===== config.mk =====
export PLATFORM = sky130hd
export DESIGN_NAME = lsu
export DESIGN_NICKNAME = d
export VERILOG_FILES = /design/src/design/lsuPkg.sv /design/src/design/storeFormat.sv /design/src/design/loadFormat.sv /design/src/design/reservation.sv /design/src/design/lsuCtrl.sv /design/src/design/lsu.sv
export SDC_FILE = /design/constraint.sdc
export NUM_CORES = 1
export LEC_CHECK = 0
export BUFFER_PORTS_ARGS = -buffer_cell sky130_fd_sc_hd__buf_4
export CAP_MARGIN = 20
export CORE_MARGIN = 3
export CORE_UTILIZATION = 40
export CTS_CLUSTER_DIAMETER = 200
export CTS_CLUSTER_SIZE = 24
export DETAILED_ROUTE_END_ITERATION = 6
export PLACE_DENSITY_LB_ADDON = 0.2
export SLEW_MARGIN = 20
export SYNTH_ARGS = -nofsm -noshare
export SYNTH_HDL_FRONTEND = slang
export SYNTH_HIERARCHICAL = 1
export SYNTH_SLANG_ARGS = --single-unit

===== constraint.sdc =====
create_clock -name clk -period 8.8 [get_ports clk]
set_clock_uncertainty 0.2 [all_clocks]
set_input_delay 1.32 -clock clk [delete_from_list [all_inputs] [get_ports clk]]
set_output_delay 1.32 -clock clk [all_outputs]
set_load 0.1 [all_outputs]

===== src/design/lsuPkg.sv =====
/*
  LSU package
  Shared widths and encodings for the load/store unit. It names the
  request kind, the RISC-V funct3 style access size and the states of
  the control FSM.
*/

package lsuPkg;

  ////////////////////////////////////////////////////////////
  // widths
  ////////////////////////////////////////////////////////////

  // data and address width of the core and of the memory bus
  localparam int XLEN = 32;

  // byte lanes in one bus word
  localparam int BYTES_PER_WORD = XLEN / 8;

  // byte offset inside a word, log2 of the lane count
  localparam int OFFSET_BITS = 2;

  ////////////////////////////////////////////////////////////
  // encodings
  ////////////////////////////////////////////////////////////

  // kind of memory request coming from the core
  typedef enum logic [1:0] {
    opLoad  = 2'd0,
    opStore = 2'd1,
    opLr    = 2'd2,
    opSc    = 2'd3
  } lsuOpE;

  // access size as in funct3
  // bits 1:0 give the size and bit 2 asks for zero extension on loads
  typedef enum logic [2:0] {
    szByte  = 3'd0,
    szHalf  = 3'd1,
    szWord  = 3'd2,
    szByteU = 3'd4,
    szHalfU = 3'd5
  } memSizeE;

  // request FSM
  // stBus covers both the bus access and the response of a skipped request
  typedef enum logic [1:0] {
    stIdle = 2'd0,
    stBus  = 2'd1,
    stResp = 2'd2
  } ctrlStateE;

endpackage


===== src/design/storeFormat.sv =====
/*
  Store formatter
  Spreads the byte or halfword of the store across the bus word, builds
  the byte strobes from size and offset, and swaps both into big-endian
  lane order when the core asks for it.
*/

`timescale 1ns/1ps

module storeFormat (
  input  lsuPkg::memSizeE                     curSize,
  input  logic [lsuPkg::OFFSET_BITS-1:0]      curOffset,
  input  logic [lsuPkg::XLEN-1:0]             curWdata,
  input  logic                                curBigEndian,
  output logic [lsuPkg::XLEN-1:0]             busWdata,
  output logic [lsuPkg::BYTES_PER_WORD-1:0]   busStrb
);

  // little-endian view of the write before any byte swap
  logic [lsuPkg::XLEN-1:0]            leData;
  logic [lsuPkg::BYTES_PER_WORD-1:0]  leStrb;

  ////////////////////////////////////////////////////////////
  // replication and strobes
  ////////////////////////////////////////////////////////////

  // the value is copied into every lane so the strobe alone picks the target
  always_comb begin
    case (curSize)
      lsuPkg::szByte, lsuPkg::szByteU: begin
        leData = {lsuPkg::BYTES_PER_WORD{curWdata[7:0]}};
        leStrb = {{(lsuPkg::BYTES_PER_WORD-1){1'b0}}, 1'b1} << curOffset;
      end
      lsuPkg::szHalf, lsuPkg::szHalfU: begin
        leData = {(lsuPkg::BYTES_PER_WORD/2){curWdata[15:0]}};
        leStrb = {{(lsuPkg::BYTES_PER_WORD-2){1'b0}}, 2'b11} << curOffset;
      end
      default: begin
        leData = curWdata;
        leStrb = '1;
      end
    endcase
  end

  ////////////////////////////////////////////////////////////
  // endian swap
  ////////////////////////////////////////////////////////////

  // big endian puts the byte at offset k into lane 3-k
  always_comb begin
    for (int i = 0; i < lsuPkg::BYTES_PER_WORD; i++) begin
      if (curBigEndian) begin
        busWdata[8*i +: 8] = leData[8*(lsuPkg::BYTES_PER_WORD-1-i) +: 8];
        busStrb[i]         = leStrb[lsuPkg::BYTES_PER_WORD-1-i];
      end else begin
        busWdata[8*i +: 8] = leData[8*i +: 8];
        busStrb[i]         = leStrb[i];
      end
    end
  end

endmodule


===== src/design/loadFormat.sv =====
/*
  Load formatter
  Brings the bus word back into little-endian order, picks the byte or
  halfword at the request offset and sign- or zero-extends it to the
  full register width.
*/

`timescale 1ns/1ps

module loadFormat (
  input  logic [lsuPkg::XLEN-1:0]             busRdata,
  input  lsuPkg::memSizeE                     curSize,
  input  logic [lsuPkg::OFFSET_BITS-1:0]      curOffset,
  input  logic                                curBigEndian,
  output logic [lsuPkg::XLEN-1:0]             loadData
);

  logic [lsuPkg::XLEN-1:0]  leWord;
  logic [lsuPkg::XLEN-1:0]  shifted;
  logic                     signBit;

  ////////////////////////////////////////////////////////////
  // endian swap and lane select
  ////////////////////////////////////////////////////////////

  // same lane mapping as the store side so a round trip is transparent
  always_comb begin
    for (int i = 0; i < lsuPkg::BYTES_PER_WORD; i++) begin
      if (curBigEndian) leWord[8*i +: 8] = busRdata[8*(lsuPkg::BYTES_PER_WORD-1-i) +: 8];
      else leWord[8*i +: 8] = busRdata[8*i +: 8];
    end
  end

  // shift the addressed byte down to lane 0
  assign shifted = leWord >> {curOffset, 3'b000};

  ////////////////////////////////////////////////////////////
  // extension
  ////////////////////////////////////////////////////////////

  // bit 2 of the size code asks for zero extension
  always_comb begin
    case (curSize)
      lsuPkg::szByte: signBit = shifted[7];
      lsuPkg::szHalf: signBit = shifted[15];
      default:        signBit = 1'b0;
    endcase
  end

  always_comb begin
    case (curSize)
      lsuPkg::szByte, lsuPkg::szByteU: begin
        loadData = {{(lsuPkg::XLEN-8){signBit}}, shifted[7:0]};
      end
      lsuPkg::szHalf, lsuPkg::szHalfU: begin
        loadData = {{(lsuPkg::XLEN-16){signBit}}, shifted[15:0]};
      end
      default: loadData = shifted;
    endcase
  end

endmodule


===== src/design/reservation.sv =====
/*
  LR/SC reservation
  Remembers the word reserved by the last load-reserved and tells the
  controller whether a store-conditional to the current word may go.
*/

`timescale 1ns/1ps

module reservation (
  input  logic                     clk,
  input  logic                     rst,
  input  lsuPkg::lsuOpE            curOp,
  input  logic [lsuPkg::XLEN-1:0]  busAddr,
  input  logic                     resvUpdate,
  output logic                     scPass
);

  logic                     resvValid;
  logic [lsuPkg::XLEN-1:0]  resvAddr;

  // busAddr is already word aligned so a full compare matches the word
  assign scPass = resvValid & (resvAddr == busAddr);

  // LR sets, any SC clears, and a plain store to the reserved word clears
  always_ff @(posedge clk) begin
    if (rst) begin
      resvValid <= 1'b0;
    end else if (resvUpdate) begin
      case (curOp)
        lsuPkg::opLr:    resvValid <= 1'b1;
        lsuPkg::opSc:    resvValid <= 1'b0;
        lsuPkg::opStore: if (scPass) resvValid <= 1'b0;
        default:         resvValid <= resvValid;
      endcase
    end
  end

  // LR records the word address that it reserves
  always_ff @(posedge clk) begin
    if (resvUpdate && curOp == lsuPkg::opLr) begin
      resvAddr <= busAddr;
    end
  end

endmodule


===== src/design/lsuCtrl.sv =====
/*
  LSU request controller
  Accepts a core request, registers it, flags misaligned accesses and
  sequences one bus beat. Faulting requests and failed store-conditionals
  answer without touching the bus. The response is held until the core
  takes it, and only then is a new request accepted.
*/

`timescale 1ns/1ps

module lsuCtrl (
  input  logic                                clk,
  input  logic                                rst,
  input  logic                                reqValid,
  output logic                                reqReady,
  input  lsuPkg::lsuOpE                       reqOp,
  input  lsuPkg::memSizeE                     reqSize,
  input  logic [lsuPkg::XLEN-1:0]             reqAddr,
  input  logic [lsuPkg::XLEN-1:0]             reqWdata,
  input  logic                                bigEndian,
  output logic                                rspValid,
  input  logic                                rspReady,
  output logic [lsuPkg::XLEN-1:0]             rspData,
  output logic                                rspFault,
  output logic                                busValid,
  input  logic                                busReady,
  output logic                                busWrite,
  output logic [lsuPkg::XLEN-1:0]             busAddr,
  output lsuPkg::lsuOpE                       curOp,
  output lsuPkg::memSizeE                     curSize,
  output logic [lsuPkg::OFFSET_BITS-1:0]      curOffset,
  output logic [lsuPkg::XLEN-1:0]             curWdata,
  output logic                                curBigEndian,
  input  logic [lsuPkg::XLEN-1:0]             loadData,
  input  logic                                scPass,
  output logic                                resvUpdate
);

  lsuPkg::ctrlStateE                          state;
  logic [lsuPkg::XLEN-1:lsuPkg::OFFSET_BITS]  curWordAddr;
  logic                                       curFault;
  logic [lsuPkg::XLEN-1:0]                    rspReg;
  logic                                       accept;
  logic                                       reqMisaligned;
  logic                                       scFail;
  logic                                       skipBus;
  logic                                       busDone;

  ////////////////////////////////////////////////////////////
  // request capture
  ////////////////////////////////////////////////////////////

  assign reqReady = (state == lsuPkg::stIdle);
  assign accept   = reqValid & reqReady;

  // halfwords need an even offset and words a zero offset
  always_comb begin
    case (reqSize)
      lsuPkg::szHalf, lsuPkg::szHalfU: reqMisaligned = reqAddr[0];
      lsuPkg::szWord:                  reqMisaligned = |reqAddr[lsuPkg::OFFSET_BITS-1:0];
      default:                         reqMisaligned = 1'b0;
    endcase
  end

  // payload of the request, only meaningful after an accept
  always_ff @(posedge clk) begin
    if (accept) begin
      curOp        <= reqOp;
      curSize      <= reqSize;
      curOffset    <= reqAddr[lsuPkg::OFFSET_BITS-1:0];
      curWordAddr  <= reqAddr[lsuPkg::XLEN-1:lsuPkg::OFFSET_BITS];
      curWdata     <= reqWdata;
      curBigEndian <= bigEndian;
    end
  end

  // misalignment of the accepted request, reported on rspFault
  always_ff @(posedge clk) begin
    if (rst) begin
      curFault <= 1'b0;
    end else if (accept) begin
      curFault <= reqMisaligned;
    end
  end

  ////////////////////////////////////////////////////////////
  // bus sequencing
  ////////////////////////////////////////////////////////////

  // an SC whose reservation is gone answers 1 without a bus beat
  assign scFail  = (curOp == lsuPkg::opSc) & ~scPass & ~curFault;
  assign skipBus = curFault | scFail;

  assign busValid = (state == lsuPkg::stBus) & ~skipBus;
  assign busDone  = busValid & busReady;
  assign busWrite = (curOp == lsuPkg::opStore) | ((curOp == lsuPkg::opSc) & scPass);
  assign busAddr  = {curWordAddr, {lsuPkg::OFFSET_BITS{1'b0}}};

  // reservation sees the end of every good access, bus or not
  assign resvUpdate = busDone | ((state == lsuPkg::stBus) & scFail & rspReady);

  always_ff @(posedge clk) begin
    if (rst) begin
      state <= lsuPkg::stIdle;
    end else begin
      case (state)
        lsuPkg::stIdle: begin
          if (accept) state <= lsuPkg::stBus;
        end
        lsuPkg::stBus: begin
          // skipped requests leave straight from here once the core takes the answer
          if (skipBus) begin
            if (rspReady) state <= lsuPkg::stIdle;
          end else if (busReady) begin
            state <= lsuPkg::stResp;
          end
        end
        lsuPkg::stResp: begin
          if (rspReady) state <= lsuPkg::stIdle;
        end
        default: state <= lsuPkg::stIdle;
      endcase
    end
  end

  ////////////////////////////////////////////////////////////
  // response
  ////////////////////////////////////////////////////////////

  // loads and LR return data, a stored word or a good SC returns zero
  always_ff @(posedge clk) begin
    if (busDone) begin
      if (curOp == lsuPkg::opLoad || curOp == lsuPkg::opLr) rspReg <= loadData;
      else rspReg <= '0;
    end
  end

  assign rspValid = (state == lsuPkg::stResp) | ((state == lsuPkg::stBus) & skipBus);
  assign rspFault = curFault;
  assign rspData  = (state == lsuPkg::stBus) ? {{(lsuPkg::XLEN-1){1'b0}}, scFail} : rspReg;

endmodule


===== src/design/lsu.sv =====
/*
  Load/store unit, top level
  Takes one memory request at a time from the core, checks alignment,
  formats store data and strobes, runs a single beat on the memory bus
  and hands back extended load data or the store-conditional status.
*/

`timescale 1ns/1ps

module lsu (
  input  logic                                clk,
  input  logic                                rst,
  // core request
  input  logic                                reqValid,
  output logic                                reqReady,
  input  lsuPkg::lsuOpE                       reqOp,
  input  lsuPkg::memSizeE                     reqSize,
  input  logic [lsuPkg::XLEN-1:0]             reqAddr,
  input  logic [lsuPkg::XLEN-1:0]             reqWdata,
  input  logic                                bigEndian,
  // core response
  output logic                                rspValid,
  input  logic                                rspReady,
  output logic [lsuPkg::XLEN-1:0]             rspData,
  output logic                                rspFault,
  // memory bus
  output logic                                busValid,
  input  logic                                busReady,
  output logic                                busWrite,
  output logic [lsuPkg::XLEN-1:0]             busAddr,
  output logic [lsuPkg::BYTES_PER_WORD-1:0]   busStrb,
  output logic [lsuPkg::XLEN-1:0]             busWdata,
  input  logic [lsuPkg::XLEN-1:0]             busRdata
);

  // registered request held by the controller for the whole access
  lsuPkg::lsuOpE                   curOp;
  lsuPkg::memSizeE                 curSize;
  logic [lsuPkg::OFFSET_BITS-1:0]  curOffset;
  logic [lsuPkg::XLEN-1:0]         curWdata;
  logic                            curBigEndian;

  // datapath results back into the controller
  logic [lsuPkg::XLEN-1:0]         loadData;
  logic                            scPass;
  logic                            resvUpdate;

  ////////////////////////////////////////////////////////////
  // control
  ////////////////////////////////////////////////////////////

  lsuCtrl ctrl (
    .clk, .rst,
    .reqValid, .reqReady, .reqOp, .reqSize, .reqAddr, .reqWdata, .bigEndian,
    .rspValid, .rspReady, .rspData, .rspFault,
    .busValid, .busReady, .busWrite, .busAddr,
    .curOp, .curSize, .curOffset, .curWdata, .curBigEndian,
    .loadData, .scPass, .resvUpdate
  );

  ////////////////////////////////////////////////////////////
  // datapath
  ////////////////////////////////////////////////////////////

  // store side builds the bus word and its strobes
  storeFormat storeFmt (
    .curSize, .curOffset, .curWdata, .curBigEndian,
    .busWdata, .busStrb
  );

  // load side turns the bus word into the value for the core
  loadFormat loadFmt (
    .busRdata, .curSize, .curOffset, .curBigEndian,
    .loadData
  );

  // LR/SC reservation works on the word-aligned bus address
  reservation resv (
    .clk, .rst,
    .curOp, .busAddr, .resvUpdate,
    .scPass
  );

endmodule


**After elaboration in Yosys (flattened, before gate mapping)**

Index checks and enable logic that the tools add are counted.

- Output and inout bits: 105
- Register bits after elaboration: 136
- Logic and storage cells: 83
- Input bits: 107

- Mux-type cells: 25
- Bitwise operators: 17
- Reduce and logical (&&, ||, !) cells: 12
- Shift-type cells: 3
- Equality and inequality tests: 15

Operator list:

| operator | count |
|---|---|
| $pmux W32 S2 | 2 |
| $mux W8 | 8 |
| $mux W32 | 1 |
| $shr A32 B5 Y32 | 1 |
| $eq A30 B30 Y1 | 1 |
| $and A1 B1 Y1 | 10 |
| $eq A3 B3 Y1 const B | 3 |
| $mux W2 | 4 |
| $pmux W4 S2 | 1 |
| $reduce_or A2 Y1 | 4 |
| $eq A2 B2 Y1 const B | 3 |
| $eq A3 B1 Y1 const B | 2 |
| $pmux W2 S3 | 1 |
| $mux W1 | 5 |
| $eq A2 B1 Y1 const B | 2 |
| $logic_not A2 Y1 | 2 |
| $or A1 B1 Y1 | 4 |
| $pmux W1 S2 | 2 |
| $shl A1 B2 Y4 const A | 1 |
| $shl A2 B2 Y4 const A | 1 |
| $eq A3 B2 Y1 const B | 1 |
| $logic_not A3 Y1 | 1 |
| $ne A3 B2 Y1 const B | 1 |
| $not A1 Y1 | 3 |
| other kinds (8) | 8 |

**Longest topological paths before layout**

Gate-level depths: netlist of the first run.

- Depth after elaboration: 11
- Depth in mapped cells: 12
- Gate-level depth less buffers: 10

**By module**

Netlist of the first run, hierarchy kept.

Modules (own cells, without submodules):

| module | cells an instance | sequential area each (µm²) | area each (µm²) | times used |
|---|---|---|---|---|
| lsuCtrl | 209 | 3123.0 | 3767.4 | 1 |
| reservation | 86 | 980.9 | 1370.1 | 1 |
| loadFormat | 120 | 0.0 | 1184.9 | 1 |
| storeFormat | 140 | 0.0 | 947.2 | 1 |

**Least setup slack after synthesis of the first run**

Ideal clock, no wire load.

- Kind: input to register
- Start point: input port reqValid
- End point: register ctrl.curFault, in the netlist ctrl/rspFault
- Required time: 8.187 ns
- Stages on the path: 2
- Arrival: 6.754 ns
- Library setup time: 0.413 ns
- Path slack: 1.434 ns
- Buffers on the path: 0
- Cell sequence: nor3b_1 > a311oi_1

- Cells in the longest elaborated chain, start to end: 1

RTL lines:

| what | line | RTL |
|---|---|---|
| start: declaration | lsu.sv:14 | `input logic reqValid,` |
| $and A1 B1 Y1 | lsuCtrl.sv:54 | `assign accept = reqValid & reqReady;` |
| end signal: assignment | lsuCtrl.sv:82 | `curFault <= reqMisaligned;` |
| end: declaration | lsuCtrl.sv:41 | `logic curFault;` |

No other way between the ends.
A chain may end at the register's enable or synchronous reset.

**Worst setup path in the final report of the first run**

- Start point: register ctrl.curBigEndian
- End point: output port busWdata[26] (netlist name)

- Cells in the longest elaborated chain, start to end: 1

RTL lines:

| what | line | RTL |
|---|---|---|
| start: declaration | lsuCtrl.sv:33 | `output logic curBigEndian,` |
| start signal: assignment | lsuCtrl.sv:73 | `curBigEndian <= bigEndian;` |
| $mux W8 | storeFormat.sv:52 | `if (curBigEndian) begin` |
| end: declaration | lsu.sv:32 | `output logic [lsuPkg::XLEN-1:0] busWdata,` |

No other way between the ends.

==> results.py, run 1 <==
metrics = {
    "run_status": {
        "outcome": "finished, final reports clean",
    },
    "place": {
        "port_buffers": 209,
        "dp_hpwl_um": 13400,
        "finalWeightedCongestion": 0.897,
        "placed_area_um2": 8920,
    },
    "yosys": {
        "ys_warn_count": 6,
        "synth_edf_count": 134,
        "synth_flop_cell": "edfxtp_1",
        "seq_area_frac_synth_pct": 56.5,
        "async_reset_ff_share_pct": 0,
        "ys_ff_latch": 138,
        "synth.distinct_cells": 65,
        "syn_inst": 555,
        "syn_area_per_cell_um2": 13.1,
        "mappedNetlistArea_um2": 7270,
    },
    "die": {
        "rows": 48,
        "die_area_um2": 19800,
        "io_pins": 212,
        "start_util_pct": 41.5,
        "die_w_um": 141,
        "core_area_um2": 17500,
        "die_y_um": 141,
    },
    "power": {
        "p_leak_nw": 3.62,
        "p_per_area_nw_per_um2": 235,
        "vdd_ir_drop_max_v": 0.000151,
    },
    "worst_hold_path": {
        "hp-class": "register to register",
        "min_from": "resv/resvValid",
    },
    "clocking": {
        "post_cts_buffers": 0,
        "clk_path_buf_depth": 2,
        "htree_levels": 4,
        "clk_pin_slew_ns": 0.06,
        "clk_latency_ns": 0.42,
        "cts_resized": 0,
        "holdBufCountCts": 0,
        "cts-root-buf": "clkbuf_16",
        "numCtsBuffers": 17,
        "cts.sinks": 138,
        "cts_tree": "yes",
    },
    "timing": {
        "rsz0062_at_grt": "false",
        "final-max-slew-violation-count": 0,
        "worst_pin_slew_ns": 0.970,
        "hold_violations": 0,
        "fmax_mhz": 227,
        "setup_tns_ns": 0,
        "slew_headroom_pct": 35.4,
        "fin_crit_sh_pct": 50.1,
        "setup_viol": 0,
        "final.min_clock_period_ns": 4.41,
    },
    "setup_path": {
        "cp_max_fo": 69,
        "critPathLaunch": "ctrl/curBigEndian",
        "critical_path_class": "register to output pin",
        "cp.required_ns": 7.28,
        "cp.arrival_ns": 2.89,
        "reg2reg_from": "ctrl/curWordAddr[8]",
        "cp-start-kind": "register",
        "cp-end-kind": "output pin",
    },
    "final_layout": {
        "fin_area_um2": 9550,
        "diodes": 0,
        "drive_gt1_share_pct": 38.0,
        "nets": 857,
        "syn2layout_area_growth_pct": 31.3,
    },
    "drt": {
        "drc": 0,
        "wl_per_cell_um": 19.1,
        "vias_per_cell": 5.52,
        "ant_nets": 0,
        "dr.pass1.iters": 7,
        "routed_wl_um": 18800,
        "drt-initial-drc-count": 317,
        "num_vias": 5457,
    },
    "grt": {
        "grt_max_degree": 73,
        "grt-ovfl-total": 0,
        "first_global_vias": 5361,
        "antenna_found_initial": 0,
        "grt_pass1_wl_um": 29200,
        "grt_usage_pct": 18.8,
    },
    "run": {
        "max_cap_violations": 0,
    },
}
placed cells by master (no fill, tap or decap), types with 12 or more instances in the layout:
cell type	n
buf_4	217
clkbuf_16	17
nor2_1	20
nor3_1	12
o22ai_1	47
o211ai_1	12
nor2b_1	34
and2_1	31
nand2_1	13
xnor2_1	27
mux2i_1	35
edfxtp_1	134
a21oi_1	29
per-layer routing:
layer | track usage [%] | routed length, um | vias to the layer above
li1 | - | - | 2550
met4 | 6.73 | 399 | 0
met2 | 30.8 | 9420 | 257
met1 | 23.5 | 7440 | 2623
met3 | 5.90 | 1590 | 27
met5 | 0 | 0 | -
power breakdown:
group | internal (mW) | switching [mW] | leakage (nW)
Clock | 0.429 | 0.302 | 0.295
Sequential | 0.771 | 0.0346 | 1.29
Combinational | 0.185 | 0.525 | 2.04
area by class of cell:
class / instances / area (um^2)
clock inverter: 15 / 183
tap: 225 / 282
clock buffer: 17 / 425
multi-input combinational: 369 / 2900
timing repair buffer: 217 / 1630
fill: 1487 / 7990
sequential: 138 / 4100
inverter: 7 / 26.3
registers in the layout, indices dropped and copies added, names as in the netlist, 2 cells and up:
| name | cells |
|---|---|
| ctrl/curSize | 3 |
| resv/resvAddr | 32 |
| ctrl/curWordAddr | 30 |
| ctrl/rspReg | 32 |
| ctrl/curOffset | 2 |
| ctrl/curOp | 2 |
| ctrl/state | 2 |
| ctrl/curWdata | 32 |
logic make-up (layout without fill, tap and decap cells):
| kind of cell | count (synthesis) | after routing | share of synthesized area [%] |
|---|---|---|---|
| simple gates | 147 | 147 | 11.9 |
| flops | 138 | 138 | 56.5 |
| compound gates | 133 | 133 | 13.3 |
| mux | 56 | 56 | 10.2 |
| buf+inv | 49 | 256 | 4.15 |
| xor+xnor | 30 | 30 | 3.87 |
| fa+ha+maj | 1 | 1 | 0.138 |
| other cells | 1 | 2 | 0.0516 |
metrics by stage:
stage               hold WS [ns]  utilization, %  setup WS [ns]  instances  power [mW]
global route               0.307            54.4           4.17        988        2.33
CTS                        0.284            54.4           4.38        988        2.26
finish                     0.290            54.4           4.39        988        2.25
floorplan                  0.238               -           1.43        556        1.37
detailed placement         0.274            50.9           4.85        956        1.53
global placement           0.264            50.9           5.01        956        1.52
final timing paths:
path | to | slack, ns | cells past startpoint
hold / removal | resv/resvValid | 0.29 | 2
hold reg to reg | resv/resvValid | 0.29 | 2
setup / recovery | busWdata[26] | 4.39 | 5
setup reg to reg | resv/resvAddr[26] | 5.43 | 10
cells in the mapped netlist (all sizes together) (8+ instances only):
library cell	instances	area, um^2
a211oi	8	100
buf	26	214
and2	31	194
o22ai	49	319
a21oi	29	145
nand2	13	48.8
nor2b	34	213
nand2b	9	56.3
mux2	8	90.1
mux2i	35	350
mux4	13	300
o211ai	14	124
xnor2	27	236
clkbuf	16	61.3
edfxtp	134	4020
nor2	21	78.8
nor3	12	60.1
critical path, stage by stage, from the launching register on:
cell      delay, ns
edfxtp_1       0.32
buf_4          0.71
nand2b_1       0.66
o22ai_1        0.20
a21oi_1        0.22
buf_4          0.32
(Power assumes the default switching activity.)
==> run 2, diff against run 1 <==
==> constraint.sdc (replaced) <==
create_clock -name clk -period 3.6 [get_ports clk]
set_clock_uncertainty 0.2 [all_clocks]
set_input_delay 0.54 -clock clk [delete_from_list [all_inputs] [get_ports clk]]
set_output_delay 0.54 -clock clk [all_outputs]
set_load 0.1 [all_outputs]
==> run 2 against run 1 <==
Hold slack worse by 0.19 ns; sequential cell count did not move; via count shrank 0.73%; combinational power is 150% higher; total power rose by 140%; clock power increased by 130%; global-route usage is 0.63 points lower; non-clock buffer count increased by 6; sequential share of layout area shrank 0.31 points; first-iteration DRC count up 12%.
==> results.py, run 2 (synthesis results as in run 1) <==
metrics = {
    "run_status": {
        "outcome": "finished, final reports clean",
    },
    "clocking": {
        "clk_path_buf_depth": 2,
        "cts-root-buf": "clkbuf_16",
        "clk_pin_slew_ns": 0.07,
        "cts_tree": "yes",
        "cts.sinks": 138,
        "cts_resized": 0,
        "htree_levels": 4,
        "post_cts_buffers": 0,
        "clk_latency_ns": 0.41,
        "holdBufCountCts": 0,
        "numCtsBuffers": 17,
    },
    "timing": {
        "worst_pin_slew_ns": 0.812,
        "final-max-slew-violation-count": 0,
        "setup_viol": 0,
        "final.min_clock_period_ns": 3.41,
        "layout_setup_ws_ns": 0.195,
        "fin_crit_sh_pct": 94.6,
        "rsz0062_at_grt": "false",
        "holdWs_ns": 0.100,
        "slew_headroom_pct": 45.8,
        "hold_violations": 0,
        "fmax_mhz": 294,
    },
    "worst_hold_path": {
        "whs_path_depth": 1,
        "min_from": "reqAddr[4]",
        "hp-class": "input pin to register",
        "holdPathEnd": "ctrl/curWordAddr[4]",
    },
    "drt": {
        "wl_per_cell_um": 18.9,
        "vias_per_cell": 5.45,
        "ant_nets": 0,
        "routed_wl_um": 18700,
        "num_vias": 5417,
        "drc": 0,
        "dr.pass1.iters": 5,
        "drt-initial-drc-count": 355,
    },
    "final_layout": {
        "nets": 863,
        "nFillCells": 1526,
        "final_util_pct": 54.8,
        "layout_common_cells": "buf_4, edfxtp_1, o22ai_1",
        "fin_area_um2": 9620,
        "final_common_cell": "buf_4",
        "diodes": 0,
        "drive_gt1_share_pct": 39.0,
        "largestRegisters": "ctrl/curWdata (32), ctrl/rspReg (32), resv/resvAddr (32)",
        "syn2layout_area_growth_pct": 32.3,
    },
    "die": {
        "start_util_pct": 41.5,
        "die_area_um2": 19800,
        "core_area_um2": 17500,
        "io_pins": 212,
        "die_w_um": 141,
        "die_y_um": 141,
        "rows": 48,
    },
    "setup_path": {
        "worstPathCellList": "xnor2_1 -> nand4_1 -> nor4_2 -> and4_1 -> and3b_1 -> nor3_2 -> buf_4",
        "ff2ff_setup_slack_ns": 0.39,
        "cp-start-kind": "register",
        "rr_endpoint": "resv/resvAddr[21]",
        "cp-end-kind": "output pin",
        "cp.arrival_ns": 2.67,
        "cp_top_family": "simple AND/OR/NAND/NOR gates",
        "crit_buf_inv": 1,
        "reg2reg_from": "ctrl/curWordAddr[18]",
        "cpPeakStageDelay_ns": 0.43,
        "critical-path-slowest-cell": "edfxtp_1",
        "cp_max_fo": 7,
        "critical_path_class": "register to output pin",
        "r2r_cells": 10,
        "cp.required_ns": 2.86,
    },
    "power": {
        "p_per_area_nw_per_um2": 563,
        "p_leak_nw": 3.65,
        "p_total_mw": 5.41,
        "vdd_ir_drop_max_v": 0.000335,
    },
    "run": {
        "max_cap_violations": 0,
    },
    "grt": {
        "grt_pass1_wl_um": 28400,
        "first_global_vias": 5472,
        "grt_max_degree": 73,
        "grt_usage_pct": 18.1,
        "grt-ovfl-total": 0,
        "antenna_found_initial": 0,
    },
    "place": {
        "dp_hpwl_um": 13700,
        "port_buffers": 209,
        "placed_area_um2": 9030,
        "post-place-ws_ns": 0.386,
        "finalWeightedCongestion": 0.838,
    },
}
==> run 2: worst reg2reg max path, cell delays in order (launching register included) <==
cell	delay, ns
edfxtp_1	0.43
xnor2_1	0.18
nand4_1	0.17
nor4_2	0.39
and4_1	0.29
and3b_1	0.29
mux2i_1	0.15
nor3_1	0.28
nand2_1	0.15
nor2_4	0.12
buf_12	0.21
==> run 2: worst max-delay path by stage <==
stage / startpoint / end / slack, ns / cells past startpoint
final: ctrl/curWordAddr[18] / busValid / 0.19 / 7
after global routing: ctrl/curWordAddr[27] / busValid / 0.008 / 7
after CTS: ctrl/curWordAddr[15] / busValid / 0.15 / 7
after detailed placement: ctrl/curWordAddr[15] / resv/resvAddr[21] / 0.39 / 10
after global placement: ctrl/curWordAddr[18] / resv/resvAddr[30] / 0.52 / 10
after floorplan: ctrl/curWordAddr[15] / busValid / -0.33 / 7
==> run 2: power breakdown <==
| part | internal [mW] | switching, mW | total (mW) |
|---|---|---|---|
| Clock | 0.978 | 0.718 | 1.70 |
| Sequential | 1.88 | 0.0914 | 1.97 |
| Combinational | 0.464 | 1.28 | 1.74 |
| Total | 3.33 | 2.09 | 5.41 |
==> run 2: cell type report <==
cell class | count | area [um^2] | area share, %
inverter | 7 | 26.3 | 0.273
timing repair buffer | 223 | 1700 | 17.7
clock inverter | 15 | 158 | 1.64
tap | 225 | 282 | 2.93
sequential | 138 | 4100 | 42.7
clock buffer | 17 | 425 | 4.42
multi-input combinational | 369 | 2920 | 30.4
==> run 2: through the flow <==
stage / std cells / TNS (ns)
floorplan: 556 / -6.17
global placement: 962 / 0
detailed placement: 962 / 0
CTS: 994 / 0
global route: 994 / 0
finish: 994 / 0
==> run 2: per-layer routing <==
layer  GRT usage, %  vias up  share of wire [%]
li1               -     2554                  -
met1           20.3     2615                 38
met2           32.8      226                 52
met3           5.63       22                7.2
met4           5.81        0                2.0
met5              0        -                  0
==> run 3, diff against run 2 <==
--- a/config.mk
+++ b/config.mk
@@ -13,6 +13,7 @@
 export CTS_CLUSTER_SIZE = 24
 export DETAILED_ROUTE_END_ITERATION = 6
 export PLACE_DENSITY_LB_ADDON = 0.2
+export REMOVE_ABC_BUFFERS = 1
 export SLEW_MARGIN = 20
 export SYNTH_ARGS = -nofsm -noshare
 export SYNTH_HDL_FRONTEND = slang
==> run 3 against run 2 <==
Core utilization shrank 0.27 points; sequential share of layout area grew 0.21 points; largest cell class unchanged; critical endpoint is now rspValid; cell count grew 0.20%; worst setup slack lost 0.0079 ns; via count grew 0.85%; die area is the same; count of clock-buffer cells in the layout grew 1; first-iteration DRC count grew 9.9%; global-route usage grew 0.80 points.
==> results.py, run 3 (synthesis results as in run 1) <==
metrics = {
    "clocking": {
        "cts.sinks": 138,
        "clk_pin_slew_ns": 0.06,
        "cts_tree": "yes",
        "post_cts_buffers": 0,
        "htree_levels": 4,
        "numCtsBuffers": 17,
        "clk_path_buf_depth": 2,
        "cts-root-buf": "clkbuf_16",
        "clk_latency_ns": 0.42,
    },
    "drt": {
        "routed_wl_um": 18900,
        "drt-initial-drc-count": 390,
        "dr.pass1.iters": 5,
        "ant_nets": 0,
        "vias_per_cell": 5.48,
        "num_vias": 5463,
        "wl_per_cell_um": 18.9,
        "drc": 0,
    },
    "grt": {
        "grt_max_degree": 49,
        "grt_usage_pct": 18.9,
        "grt_pass1_wl_um": 29800,
        "first_global_vias": 5564,
        "antenna_found_initial": 0,
        "grt-ovfl-total": 0,
    },
    "worst_hold_path": {
        "whs_path_depth": 1,
        "hp-class": "input pin to register",
        "min_from": "reqAddr[31]",
        "holdPathEnd": "ctrl/curWordAddr[31]",
    },
    "timing": {
        "final-max-slew-violation-count": 0,
        "rsz0062_at_grt": "false",
        "setup_viol": 0,
        "final.min_clock_period_ns": 3.41,
        "worst_pin_slew_ns": 1.07,
        "slew_headroom_pct": 28.4,
        "fin_crit_sh_pct": 94.8,
        "hold_violations": 0,
        "fmax_mhz": 293,
        "layout_setup_ws_ns": 0.187,
    },
    "place": {
        "port_buffers": 209,
        "post-place-ws_ns": 0.472,
        "finalWeightedCongestion": 0.769,
        "dp_hpwl_um": 13300,
    },
    "setup_path": {
        "critical_path_class": "register to output pin",
        "rr_endpoint": "resv/resvAddr[8]",
        "ff2ff_setup_slack_ns": 0.48,
        "cp-end-kind": "output pin",
        "cp.arrival_ns": 2.67,
        "cp_max_fo": 7,
        "cp-start-kind": "register",
        "cp.required_ns": 2.86,
        "reg2reg_from": "ctrl/curWordAddr[15]",
        "r2r_cells": 10,
    },
    "die": {
        "die_y_um": 141,
        "die_area_um2": 19800,
        "io_pins": 212,
        "die_w_um": 141,
        "rows": 48,
        "start_util_pct": 41.5,
        "core_area_um2": 17500,
    },
    "final_layout": {
        "largestRegisters": "ctrl/curWdata (32), ctrl/rspReg (32), resv/resvAddr (32)",
        "drive_gt1_share_pct": 38.5,
        "layout_common_cells": "buf_4, edfxtp_1, o22ai_1",
        "diodes": 0,
        "final_common_cell": "buf_4",
        "syn2layout_area_growth_pct": 31.6,
        "nets": 865,
    },
    "power": {
        "p_per_area_nw_per_um2": 560,
        "vdd_ir_drop_max_v": 0.000358,
        "p_total_mw": 5.36,
        "p_leak_nw": 3.64,
    },
    "run_status": {
        "outcome": "finished, final reports clean",
    },
    "run": {
        "max_cap_violations": 0,
    },
}
[run 3: cell types whose count changed in the layout (fill, tap and decap cells not counted), sizes merged]
cell	before	now
buf	223	225
clkbuf	17	18
clkinv	4	6
clkinvlp	2	4
inv	15	10
[run 3: report_power, final]
part / internal [mW] / switching (mW) / total, mW / leakage [nW]
Combinational: 0.462 / 1.28 / 1.74 / 2.08
Clock: 0.950 / 0.694 / 1.64 / 0.261
Sequential: 1.88 / 0.0830 / 1.97 / 1.29
Total: 3.30 / 2.06 / 5.36 / 3.64
[run 3: how the worst max path moves through the flow]
stage,startpoint,to,slack [ns],depth (start not counted)
floorplan,reqValid,ctrl/rspFault,-2.99,2
global placement,ctrl/curWordAddr[15],resv/resvAddr[4],0.52,10
detailed placement,ctrl/curWordAddr[15],resv/resvAddr[9],0.47,10
CTS,ctrl/curWordAddr[15],rspValid,0.08,8
global route,ctrl/curWordAddr[15],rspValid,0.009,8
finish,ctrl/curWordAddr[15],rspValid,0.19,8
[run 3: routing by layer]
layer	track usage, %	vias up	wire (um)
met5	0	-	0
met4	5.20	0	172
met3	6.31	15	1700
met2	32.0	251	9470
met1	23.3	2641	7510
li1	-	2556	-
[run 3: layout make-up]
class / count / area, um^2
clock buffers: 18 / 429
clock inverters: 14 / 123
fillers: 1542 / 7970
inverters: 7 / 26.3
multi-input cells: 369 / 2890
flip-flops and latches: 138 / 4100
well taps: 225 / 282
repair buffers: 225 / 1710
[run 3: worst max-delay path: stages (launching register included)]
cell,delay (ns)
edfxtp_1,0.42
xnor2_1,0.18
nand4_1,0.16
nor4_2,0.39
and4_1,0.29
and3b_1,0.28
nor2_1,0.12
o21ai_0,0.13
buf_4,0.28
[run 3: what timing repair did]
item | CTS | global route
endpoints found under the setup margin | 0 | 2
hold buffers | 0 | 0
resized for setup | 0 | 1
[run 3: stage by stage]
stage,hold slack [ns],cells,instance area [um^2],util (%),TNS [ns]
floorplan,0.238,514,7000,-,-302.86
global placement,0.255,964,9010,51.4,0
detailed placement,0.262,964,9010,51.4,0
CTS,0.0728,996,9560,54.5,0
global route,0.0619,996,9570,54.6,0
finish,0.0911,996,9570,54.6,0
